===== config.mk =====
export PLATFORM = sky130hd
export DESIGN_NAME = alu_station
export DESIGN_NICKNAME = d
export VERILOG_FILES = /design/src/design/ooo_pkg.sv /design/src/design/alu_station.sv
export SDC_FILE = /design/constraint.sdc
export NUM_CORES = 1
export LEC_CHECK = 0
export ABC_AREA = 1
export BUFFER_PORTS_ARGS = -buffer_cell sky130_fd_sc_hd__buf_4
export CORE_ASPECT_RATIO = 0.6
export CORE_UTILIZATION = 60
export CTS_BUF_LIST = sky130_fd_sc_hd__clkbuf_2
export DETAILED_ROUTE_END_ITERATION = 7
export GPL_TIMING_DRIVEN = 0
export HOLD_SLACK_MARGIN = 0.15
export MAX_ROUTING_LAYER = met4
export PLACE_DENSITY_LB_ADDON = 0.1
export RECOVER_POWER = 50
export SLEW_MARGIN = 25
export SYNTH_ARGS = -nofsm -noshare
export SYNTH_HDL_FRONTEND = slang
export SYNTH_SLANG_ARGS = --single-unit

===== constraint.sdc =====
create_clock -name clk -period 6.8 [get_ports clk]
set_input_delay 1.36 -clock clk [delete_from_list [all_inputs] [get_ports clk]]
set_output_delay 1.36 -clock clk [all_outputs]
set_load 0.03 [all_outputs]

===== src/design/ooo_pkg.sv =====
`default_nettype none

package ooo_pkg;

    // Core sizes
    localparam int xlen = 32;
    localparam int num_regs = 32;
    localparam int rob_depth = 7;
    localparam int tag_w = 3;
    localparam int num_stations = 3;

    // ALU operations carried to the stations
    typedef enum logic [2:0] {
        alu_add,
        alu_sub,
        alu_and,
        alu_or,
        alu_xor,
        alu_slt
    } alu_op_t;

    // RV32I opcodes of the supported subset
    localparam logic [6:0] op_reg = 7'b0110011;
    localparam logic [6:0] op_imm = 7'b0010011;

    localparam logic [2:0] f3_add_sub = 3'b000;
    localparam logic [2:0] f3_slt = 3'b010;
    localparam logic [2:0] f3_xor = 3'b100;
    localparam logic [2:0] f3_or = 3'b110;
    localparam logic [2:0] f3_and = 3'b111;

    // Only bit 30 separates sub from add
    localparam logic [6:0] f7_base = 7'b0000000;
    localparam logic [6:0] f7_alt = 7'b0100000;

    // One instruction word, read as R-type or I-type
    typedef union packed {
        struct packed {
            logic [6:0] funct7;
            logic [4:0] rs2;
            logic [4:0] rs1;
            logic [2:0] funct3;
            logic [4:0] rd;
            logic [6:0] opcode;
        } r;
        struct packed {
            logic [11:0] imm12;
            logic [4:0] rs1;
            logic [2:0] funct3;
            logic [4:0] rd;
            logic [6:0] opcode;
        } i;
    } instr_u;

endpackage

`default_nettype wire


===== src/design/alu_station.sv =====
`default_nettype none

module alu_station
    import ooo_pkg::*;
(
    input wire logic clk,
    input wire logic rst_n,
    input wire logic load,
    input wire alu_op_t op,
    input wire logic [tag_w-1:0] dest_tag,
    input wire logic [xlen-1:0] v1,
    input wire logic [tag_w-1:0] t1,
    input wire logic [xlen-1:0] v2,
    input wire logic [tag_w-1:0] t2,
    input wire logic cdb_valid,
    input wire logic [tag_w-1:0] cdb_tag,
    input wire logic [xlen-1:0] cdb_value,
    input wire logic grant,
    output logic busy,
    output logic req,
    output logic [xlen-1:0] result,
    output logic [tag_w-1:0] result_tag
);

    alu_op_t op_q;
    logic [tag_w-1:0] dest_q;
    logic [xlen-1:0] v1_q, v2_q;
    logic [tag_w-1:0] t1_q, t2_q;
    logic hit1, hit2;
    logic [xlen-1:0] e1, e2;
    logic ready;

    function automatic logic [xlen-1:0] alu(input alu_op_t f, input logic [xlen-1:0] a,
                                            input logic [xlen-1:0] b);
        case (f)
            alu_sub: return a - b;
            alu_and: return a & b;
            alu_or: return a | b;
            alu_xor: return a ^ b;
            alu_slt: return ($signed(a) < $signed(b)) ? xlen'(1) : xlen'(0);
            default: return a + b;
        endcase
    endfunction

    // Operands as they stand after this cycle's broadcast
    assign hit1 = busy && cdb_valid && t1_q != '0 && cdb_tag == t1_q;
    assign hit2 = busy && cdb_valid && t2_q != '0 && cdb_tag == t2_q;
    assign e1 = hit1 ? cdb_value : v1_q;
    assign e2 = hit2 ? cdb_value : v2_q;
    assign ready = busy && !req && (hit1 || t1_q == '0) && (hit2 || t2_q == '0);

    assign result_tag = dest_q;

    always_ff @(posedge clk or negedge rst_n) begin
        if (!rst_n) begin
            busy <= 1'b0;
            req <= 1'b0;
        end else if (load) begin
            busy <= 1'b1;
            req <= 1'b0;
        end else if (req && grant) begin
            // Freed as the arbiter registers the broadcast
            busy <= 1'b0;
            req <= 1'b0;
        end else if (ready) begin
            req <= 1'b1;
        end
    end

    // Held operation, operands and result
    always_ff @(posedge clk) begin
        if (load) begin
            op_q <= op;
            dest_q <= dest_tag;
            v1_q <= v1;
            t1_q <= t1;
            v2_q <= v2;
            t2_q <= t2;
        end else begin
            if (hit1) begin
                v1_q <= cdb_value;
                t1_q <= '0;
            end
            if (hit2) begin
                v2_q <= cdb_value;
                t2_q <= '0;
            end
            if (ready) begin
                result <= alu(op_q, e1, e2);
            end
        end
    end

endmodule

`default_nettype wire


; ---- Word-level counts from Yosys, hierarchy flattened
; Index checks and enable logic that the tools add are counted.
; W data, S select, Z words.
[word_totals]
out_inout_bits = 37
elab_cells = 59
reg_bits = 110
input_bits = 116
[classes]
n_eq_ne = 7
bitwise = 4
addsub = 2
n_reduce_logical = 21
n_mux = 15
order_cmp = 1
[op_table]
columns = cell, n
row1 = $pmux W32 S5, 1
row2 = $mux W32, 4
row3 = $add A32 B32 Y32, 1
row4 = $and A32 B32 Y32, 1
row5 = $lt A32 B32 Y1, 1
row6 = $or A32 B32 Y32, 1
row7 = $sub A32 B32 Y32, 1
row8 = $xor A32 B32 Y32, 1
row9 = $mux W3, 4
row10 = $logic_and A1 B1 Y1, 9
row11 = $reduce_bool A3 Y1, 3
row12 = $eq A3 B2 Y1 const B, 2
row13 = $eq A3 B3 Y1, 2
row14 = $eq A3 B3 Y1 const B, 2
row15 = $logic_not A3 Y1, 2
row16 = $mux W1, 6
row17 = $reduce_bool A2 Y1, 3
row18 = $eq A3 B1 Y1 const B, 1
row19 = $logic_or A1 B1 Y1, 2
row20 = $reduce_and A2 Y1, 1
row21 = $logic_not A1 Y1, 1
row22 = $not A1 Y1, 1

; ---- Depth between registers and ports, before layout
; Gate-level depths: netlist of run 1.
[depth]
word_depth = 9
mapped_depth = 24
depth_no_buf = 21

; ---- Worst setup path before layout of run 1
; OpenSTA, ideal clock, no wires.
[synth_timing]
kind = in2reg
startpoint = in cdb_tag[0]
endpoint = reg result[0], enable pin
path_stages = 5
setup_time_ps = 421
n_path_buf = 1
required_time_ps = 6379
arrival_time_ps = 3452
slack_ps = 2927
cell_sequence = xnor2_1 nand4_1 buf_4 a211o_1 nor2_1
[synth_between]
elab_chain_cells = 6
elab_cells_between_ends = 9
cone_classes = 2 x eq/ne / 7 x reduce/logical
[synth_rtl]
columns = element, line_no
row1 = start: declaration, alu_station.sv:16  ; input wire logic [tag_w-1:0] cdb_tag,
row2 = $eq A3 B3 Y1, alu_station.sv:46  ; assign hit1 = busy && cdb_valid && t1_q != '0 && cdb_tag == t1_q;
row3 = $logic_and A1 B1 Y1, alu_station.sv:46
row4 = $logic_or A1 B1 Y1, alu_station.sv:50  ; assign ready = busy && !req && (hit1 || t1_q == '0) && (hit2 || t2_q == '0);
row5 = $logic_and A1 B1 Y1, alu_station.sv:50
row6 = $logic_and A1 B1 Y1 *, alu_station.sv:50
row7 = $reduce_and A2 Y1 (no line) *, n/a
row8 = end signal: assignment, alu_station.sv:89  ; result <= alu(op_q, e1, e2);
row9 = end: declaration, alu_station.sv:21  ; output logic [xlen-1:0] result,
; Mark *: on every way between the ends. The rest lies on a longest branch, timed or not.
; A chain may end at the register's enable or synchronous reset.

; ---- Final worst setup path of run 1
[layout_timing]
startpoint = in cdb_tag[1]
endpoint = reg result[12] (data pin)
[layout_between]
elab_chain_cells = 5
elab_cells_between_ends = 12
cone_classes = 2 x add/sub / 2 x eq/ne / 3 x mux / 3 x bitwise / 2 x reduce/logical
[layout_rtl]
columns = element, line_no
row1 = $eq A3 B3 Y1 (on tied branches), "alu_station.sv:46, alu_station.sv:47"
row2 = $logic_and A1 B1 Y1 (on tied branches), "alu_station.sv:46, alu_station.sv:47"
row3 = $mux W32 (on tied branches), n/a
row4 = $add A32 B32 Y32 (tied with other cells), alu_station.sv:41  ; default: return a + b;
row5 = $pmux W32 S5 *, alu_station.sv:35  ; case (f)
; Marked as above.

==> impl_metrics.tcl, run 1 <==
set metrics [dict create \
    crit_chain "clkbuf_1, xnor2_1, nand4_1, clkbuf_1, buf_6, nand2_1, o21ai_2, inv_1, ha_1, fa_1, nand3_1, nand3_1, nand3_1, nand3_2, o21ai_0, nand4_1" \
    worstSkewPairLatency_ps 760 \
    register_area_um2 2650 \
    io_pins 153 \
    portBuffers 152 \
    tightest_slew_ps 1210 \
    syn_avg_cell_area_um2 6.43 \
    root_buffer "clkbuf_2" \
    cts_buffers 9 \
    holdCritPathClass "in2async" \
    antenna_left 0 \
    netlist_instances 1782 \
    drt_wl_total_um 41100 \
    start_util 0.623 \
    die_h_um 109 \
    startpoint_type "input port" \
    slew_headroom 0.191 \
    layout_common_cells "nand2_1 (541), inv_1 (343), buf_4 (147)" \
    synthArstFlopShare 0.0182 \
    cts_setup_buffers 0 \
    syn_nets 1996 \
    antenna_found_initial 2 \
    critical_path_class "in2reg" \
    yosysWarnings 0 \
    drt_first_pass_iters 6 \
    vdd_drop_max_v 0.000189 \
    fmax_ghz 0.239 \
    min_period_ps 4180 \
    num_rows 38 \
    path_clk_slew_ps 320 \
    period_share 0.615 \
    wire_per_inst_um 18.8 \
    clk_path_buf_depth 2 \
    yosys.cell_types.count 45 \
    gp_congestion 1.02 \
    drtIter0Drc 1610 \
    synth_top_area_cell "nand2_1" \
    seq_area_frac_synth 0.231 \
    yosys-top-cells-area "nand2_1 (18%), edfxtp_1 (12%), inv_1 (11%), dfxtp_1 (11%), ha_1 (10%)" \
    area_delta_synth_final_pct 13.6 \
    required_ps 7280 \
    critical-path-top-delay-family "buffers and inverters" \
    nNetsFinal 2160 \
    clkSinkCount 110 \
    ys_ff_latch 110 \
    report.final.slew_viol_count 0 \
    cpPeakStageDelay_ps 580 \
    cts-htree-levels 3 \
    final_common_cell "nand2_1" \
    crit_top_cell "nand3_1" \
    cap_viol_max_count 0 \
    grt_max_degree 27 \
    core_um2 18400 \
    fill_cells 1512 \
    multi_input_area_um2 6880 \
    grt_overflow 0 \
    vias 12500 \
    chipWidth_um 180 \
    syn-cell-area_um2 11500 \
    final.setup.tns_ps 0 \
    holdWs_ps 359 \
    cp.arrival_ps 4660 \
    cts_resized 0 \
    die_area_um2 19700 \
    grt_pass1_vias 11400 \
    slowest_stage "clkbuf_1" \
    hold_violations 0 \
    dp_hpwl_um 34100 \
    critPathBufInv 4 \
    grt_util_all_layers 0.435 \
    remaining_drc_errors 0 \
    drive_above_1_share 0.205 \
    grt_pass1_wl_um 62100 \
    synth_top_area_share 0.177 \
    postCtsHoldBufs 0 \
    grt_setup_unrepaired "no" \
    via_per_inst 5.69 \
    crit_fanout 10 \
    leakagePower_nw 7.22 \
    power_density_nw_per_um2 228 \
    synth_edf_count 44 \
    final-setup-viol-count 0 \
    fin_skew_ps 55.3 \
    synth_ff_type "dfxtp_1" \
    status "completed" \
    cts_tree "done" \
    end_kind "flip-flop" \
]
-- cell usage after synthesis, drive strengths merged (3+ instances only) --
cell and number:
nand2 570, inv 368, o21ai 150, nand3 120, nor2 114, ha 96
a21oi 83, dfxtp 64, buf 53, edfxtp 44, o22ai 27, nor3 18
nand4 17, clkbuf 14, xnor2 6, xor2 6, o21bai 5, and2 4
o311ai 4, o211ai 3
-- per-layer routing --
metal	vias up	track usage	part of all wire
met3	87	0.138	0.16
li1	5884	-	-
met5	-	-	0
met4	0	0.114	0.024
met1	5617	0.597	0.44
met2	886	0.608	0.38
-- cell type report --
| type | count | area share |
|---|---|---|
| Antenna cell | 1 | 0.000192 |
| Buffer | 67 | 0.0406 |
| Clock buffer | 9 | 0.00346 |
| Clock inverter | 7 | 0.00538 |
| Inverter | 369 | 0.106 |
| Multi-Input combinational cell | 1236 | 0.528 |
| Sequential cell | 110 | 0.204 |
| Tap cell | 240 | 0.0231 |
| Timing Repair Buffer | 153 | 0.0889 |
-- worst register-to-register path, stage by stage, from the launching register on --
cell      delay, ps
edfxtp_1        510
nor3_2          230
nor2_1           80
nand4_1         140
clkbuf_1        580
buf_6           270
nand2_1          90
o21ai_2         100
inv_1            70
ha_1            300
fa_1            520
nand3_1         100
nand3_1         170
nand3_1         140
nand3_2         130
o21ai_0         200
nand4_1         190
-- flip-flops by register name, indices dropped and copies added (netlist names), 3 cells and up --
| register | flops |
|---|---|
| t1_q | 3 |
| op_q | 3 |
| v1_q | 32 |
| result_tag | 3 |
| t2_q | 3 |
| v2_q | 32 |
| result | 32 |
-- worst paths after layout --
kind	from	to	slack, ps	cells past startpoint
min	rst_n	req	360	1
min in group clk	busy	busy	590	2
max	cdb_tag[1]	result[12]	2620	16
min reg2reg	busy	busy	590	2
max reg2reg	t1_q[2]	result[12]	2750	16
max in group asynchronous	rst_n	busy	6320	1
-- power by group --
group	internal [W]	switching (W)	total [W]	leakage, nW
logic	0.000598	0.00126	0.00186	6.18
registers	0.000763	0.0000183	0.000781	0.972
clock network	0.0000594	0.000271	0.000330	0.0727
-- stage by stage --
stage | power (W) | util | cells | cell area [um^2] | setup WS, ps
finish | 0.00297 | 0.708 | 2192 | 13000 | 2620
global placement | 0.00252 | 0.701 | 2174 | 12900 | 1860
floorplan | 0.00205 | - | 1782 | 11500 | 2930
detailed placement | 0.00257 | 0.703 | 2175 | 12900 | 2250
global route | 0.00315 | 0.708 | 2192 | 13000 | 2510
CTS | 0.00289 | 0.709 | 2191 | 13100 | 3050
-- cell families (layout without fill, tap and decap cells) --
| logic type | count (synthesis) | in the layout | share of synthesized area |
|---|---|---|---|
| other | 0 | 1 | 0 |
| buffers and inverters | 436 | 605 | 0.168 |
| adder cells (fa/ha/maj) | 98 | 98 | 0.108 |
| AND/OR/NAND/NOR | 845 | 845 | 0.327 |
| flip-flops | 110 | 110 | 0.231 |
| XOR/XNOR | 12 | 12 | 0.00917 |
| AO/OA/AOI/OAI | 281 | 281 | 0.156 |
Power figures use the tool's default switching activity.
==> run 2, diff against run 1 <==
==> constraint.sdc (replaced) <==
create_clock -name clk -period 4.3 [get_ports clk]
set_input_delay 0.86 -clock clk [delete_from_list [all_inputs] [get_ports clk]]
set_output_delay 0.86 -clock clk [all_outputs]
set_load 0.03 [all_outputs]
==> impl_metrics.tcl, run 2 (synthesized netlist as in run 1, its figures left out) <==
set metrics [dict create \
    intPower_w 0.00225 \
    drt_wl_total_um 41300 \
    p_seq_frac 0.263 \
    critical_path_class "reg2reg" \
    grt_setup_unrepaired "no" \
    num_rows 38 \
    drt_first_pass_iters 7 \
    grt_util_all_layers 0.437 \
    via_per_inst 5.73 \
    leakagePower_nw 7.22 \
    antenna_found_initial 2 \
    io_pins 153 \
    setup_ws_ps 368 \
    post-route-util 0.707 \
    period_share 0.914 \
    wire_per_inst_um 18.8 \
    reg_top3 "result x32, v1_q x32, v2_q x32" \
    clkSinkCount 110 \
    die_area_um2 19700 \
    crit_path_end "result[0]" \
    power_frac_comb 0.624 \
    holdWs_ps 286 \
    portBuffers 152 \
    startpoint "busy" \
    layout_common_cells "nand2_1 (541), inv_1 (343), buf_4 (149)" \
    cap_viol_max_count 0 \
    holdCritPathClass "in2reg" \
    worstSkewPairLatency_ps 770 \
    final.setup.tns_ps 0 \
    gp_congestion 1.02 \
    hold_violations 0 \
    clk_path_buf_depth 2 \
    regToRegSetupSlack_ps 370 \
    grt_overflow 0 \
    report.final.slew_viol_count 0 \
    fill_cells 1514 \
    end_kind "flip-flop" \
    fin_skew_ps 56.0 \
    chipWidth_um 180 \
    drive_above_1_share 0.201 \
    start_util 0.623 \
    path_clk_slew_ps 340 \
    cts_resized 0 \
    final_common_cell "nand2_1" \
    drtIter0Drc 1779 \
    startpoint_type "flip-flop" \
    antenna_left 0 \
    min_period_ps 3930 \
    grt_max_degree 27 \
    grt_pass1_wl_um 62400 \
    dp_hpwl_um 34100 \
    status "completed" \
    cts_setup_buffers 0 \
    reg2reg_depth 18 \
    switchingPower_w 0.00245 \
    power_density_nw_per_um2 361 \
    die_h_um 109 \
    clkPwrFrac 0.113 \
    vdd_drop_max_v 0.000301 \
    postCtsHoldBufs 1 \
    nNetsFinal 2161 \
    required_ps 4850 \
    area_delta_synth_final_pct 13.5 \
    timing.rr.start "busy" \
    grt_pass1_vias 11400 \
    remaining_drc_errors 0 \
    cts_tree "done" \
    fmax_ghz 0.254 \
    reg2reg_to "result[0]" \
    cp.arrival_ps 4480 \
    final-setup-viol-count 0 \
    cts-htree-levels 3 \
    swShare 0.522 \
    crit_fanout 10 \
    cts_buffers 9 \
    tightest_slew_ps 1210 \
    core_um2 18400 \
    vias 12600 \
    dp_slack_ps 254 \
    root_buffer "clkbuf_2" \
    slew_headroom 0.188 \
]
## run 2: cell types whose count changed in the layout (fill, tap and decap cells not counted)
cell,delta
o21ai_1,+15
o21ai_2,-8
o21ai_0,-7
buf_4,+2
buf_2,-1
buf_6,-1
dlygate4sd3_1,+1
## run 2: final cells by class
| type | instances | area, um^2 | share of cell area |
|---|---|---|---|
| antenna | 1 | 2.50 | 0.000192 |
| buffer | 67 | 524 | 0.0403 |
| clock buffer | 9 | 45.0 | 0.00346 |
| clock inverter | 7 | 70.1 | 0.00539 |
| inverter | 369 | 1390 | 0.107 |
| multi-input combinational | 1236 | 6850 | 0.527 |
| sequential | 110 | 2650 | 0.204 |
| tap | 240 | 300 | 0.0231 |
| timing repair buffer | 154 | 1170 | 0.0901 |
## run 2: worst min path at each step
stage | from | endpoint | cells after the start
after floorplan | v1_q[10] | v1_q[10] | 4
after global routing | op[1] | op_q[1] | 1
final | dest_tag[1] | result_tag[1] | 1
after global placement | busy | busy | 2
after detailed placement | busy | busy | 2
after CTS | dest_tag[1] | result_tag[1] | 1
## run 2: layer usage
layer,global-route usage,up-vias,share of wire
li1,-,5900,-
met1,0.600,5665,0.44
met2,0.610,897,0.38
met3,0.144,100,0.16
met4,0.109,0,0.025
met5,-,-,0
## run 2: worst max-delay path, stage by stage (launching register included)
cell and delay, ps:
dfrtp_1 480, nand2_1 100, a21oi_1 140, nand4_1 200, clkbuf_1 440, o21ai_0 670, inv_1 100, ha_1 330
buf_6 150, nor2_1 180, nand2_1 140, nor2_1 130, nand2_2 80, nand2_2 90, nand2_1 70, nand2_1 130
nand2_1 130, nand3_1 100, nand3_1 70
## run 2: power groups by stage
stage / Combinational (W) / Clock [W] / Sequential (W)
finish: 0.00293 / 0.000528 / 0.00124
CTS: 0.00283 / 0.000514 / 0.00123
floorplan: 0.00198 / 0 / 0.00127
global placement: 0.00274 / 0 / 0.00125
detailed placement: 0.00282 / 0 / 0.00125
global route: 0.00318 / 0.000557 / 0.00124
## run 2: through the flow
stage	total power, W	instance area [um^2]	cells
floorplan	0.00325	11500	1782
global placement	0.00398	12900	2174
detailed placement	0.00407	12900	2175
CTS	0.00458	13100	2192
global route	0.00497	13000	2193
finish	0.00469	13000	2193
==> run 3, diff against run 2 <==
--- a/config.mk
+++ b/config.mk
@@ -8,7 +8,7 @@
 export ABC_AREA = 1
 export BUFFER_PORTS_ARGS = -buffer_cell sky130_fd_sc_hd__buf_4
 export CORE_ASPECT_RATIO = 0.6
-export CORE_UTILIZATION = 60
+export CORE_UTILIZATION = 40
 export CTS_BUF_LIST = sky130_fd_sc_hd__clkbuf_2
 export DETAILED_ROUTE_END_ITERATION = 7
 export GPL_TIMING_DRIVEN = 0
==> impl_metrics.tcl, run 3 (synthesized netlist as in run 1, its figures left out) <==
set metrics [dict create \
    startpoint_type "flip-flop" \
    hold_violations 0 \
    grt_util_all_layers 0.312 \
    period_share 0.892 \
    vias 12000 \
    root_buffer "clkbuf_2" \
    leakagePower_nw 7.38 \
    layout_common_cells "nand2_1 (541), inv_1 (343), buf_4 (149)" \
    required_ps 4920 \
    critical_path_class "reg2reg" \
    antenna_found_initial 2 \
    crit_fanout 10 \
    drtIter0Drc 1189 \
    drive_above_1_share 0.196 \
    slew_headroom 0.192 \
    gp_congestion 0.987 \
    clkSinkCount 110 \
    final-setup-viol-count 0 \
    num_rows 47 \
    antenna_left 0 \
    total_power_w 0.00475 \
    grt_pass1_wl_um 64700 \
    end_kind "flip-flop" \
    start_util 0.411 \
    post-route-util 0.487 \
    drt_wl_total_um 44100 \
    violations "DRC" \
    vdd_drop_max_v 0.000168 \
    reg_top3 "result x32, v1_q x32, v2_q x32" \
    grt_max_degree 25 \
    fmax_ghz 0.261 \
    min_period_ps 3840 \
    tightest_slew_ps 1210 \
    fin_skew_ps 44.9 \
    area_delta_synth_final_pct 18.3 \
    power_frac_comb 0.625 \
    die_h_um 133 \
    cts_resized 0 \
    clk_path_buf_depth 2 \
    path_clk_slew_ps 370 \
    cp.arrival_ps 4460 \
    clkPwrFrac 0.116 \
    switchingPower_w 0.00247 \
    portBuffers 152 \
    status "finished, violations left" \
    chipWidth_um 221 \
    holdWs_ps 242 \
    holdCritPathClass "in2reg" \
    power_density_nw_per_um2 350 \
    grt_overflow 0 \
    wire_per_inst_um 18.7 \
    fill_cells 3031 \
    p_seq_frac 0.259 \
    register_area_um2 2650 \
    swShare 0.521 \
    cap_viol_max_count 0 \
    final_common_cell "nand2_1" \
    core_um2 27900 \
    nNetsFinal 2202 \
    via_per_inst 5.07 \
    grt_pass1_vias 10700 \
    intPower_w 0.00227 \
    drt_first_pass_iters 7 \
    dp_hpwl_um 37300 \
    report.final.slew_viol_count 0 \
    final.setup.tns_ps 0 \
    cts_tree "done" \
    remaining_drc_errors 3 \
    cts-htree-levels 3 \
    worstSkewPairLatency_ps 810 \
    cts_buffers 9 \
    multi_input_area_um2 6850 \
    die_area_um2 29400 \
    io_pins 153 \
    grt_setup_unrepaired "no" \
]
## run 3: power groups by stage
stage	sequential (W)	combinational [W]	clock (W)
3_3_place_gp	0.00125	0.00285	0
5_1_grt	0.00124	0.00325	0.000602
4_1_cts	0.00123	0.00292	0.000572
6_report	0.00123	0.00297	0.000549
2_1_floorplan	0.00127	0.00198	0
3_5_place_dp	0.00125	0.00288	0
## run 3: layout make-up
class                      instances  area share
inverter                         369       0.102
clock inverter                     6     0.00461
timing repair buffer             195       0.116
antenna                            2    0.000369
tap                              367      0.0339
clock buffer                      10     0.00369
multi-input combinational       1236       0.505
buffer                            67      0.0387
sequential                       110       0.196
## run 3: through the flow
| step | setup slack, ps | area (um^2) | cells |
|---|---|---|---|
| CTS | 593 | 13600 | 2360 |
| floorplan | 927 | 11500 | 1782 |
| finish | 465 | 13600 | 2362 |
| detailed placement | 86.8 | 13100 | 2302 |
| global route | 257 | 13600 | 2362 |
| global placement | -336 | 13100 | 2301 |
## run 3: final timing paths
path                               start   endpoint  slack, ps  cells past startpoint
worst max register to register   t2_q[1]  result[0]        460                     21
max in group asynchronous          rst_n        req       3840                      2
worst max-delay path             t2_q[1]  result[0]        460                     21
min in group asynchronous          rst_n       busy        340                      2
worst min-delay path              v1[23]   v1_q[23]        240                      3
worst min register to register  v1_q[10]   v1_q[10]        600                      4
## run 3: routing by layer
metal,global-route usage,vias to the layer above,share of wire
met5,-,-,0
met2,0.387,450,0.36
li1,-,5997,-
met4,0.0468,0,0.0080
met1,0.491,5505,0.53
met3,0.0822,22,0.097
## run 3: worst max-delay path, cell delays in order, from the launching register on
cell and delay [ps]:
edfxtp_1 480, nor2_1 160, a21oi_1 80, nand4_1 140, buf_6 190, clkbuf_1 410, nand2_1 130, o21ai_2 190
inv_1 190, fa_1 500, inv_1 150, nand2_1 100, nand2_2 90, nand2_1 70, nand2_2 110, nand2_2 80
nand2_2 100, nand2_1 80, nand2_1 120, nand2_1 120, nand3_1 90, nand3_1 90
## run 3: timing repair
action / in CTS / in global routing
buffers inserted: 0 / 0
hold endpoints to repair: 43 / 0
hold buffers: 42 / 0
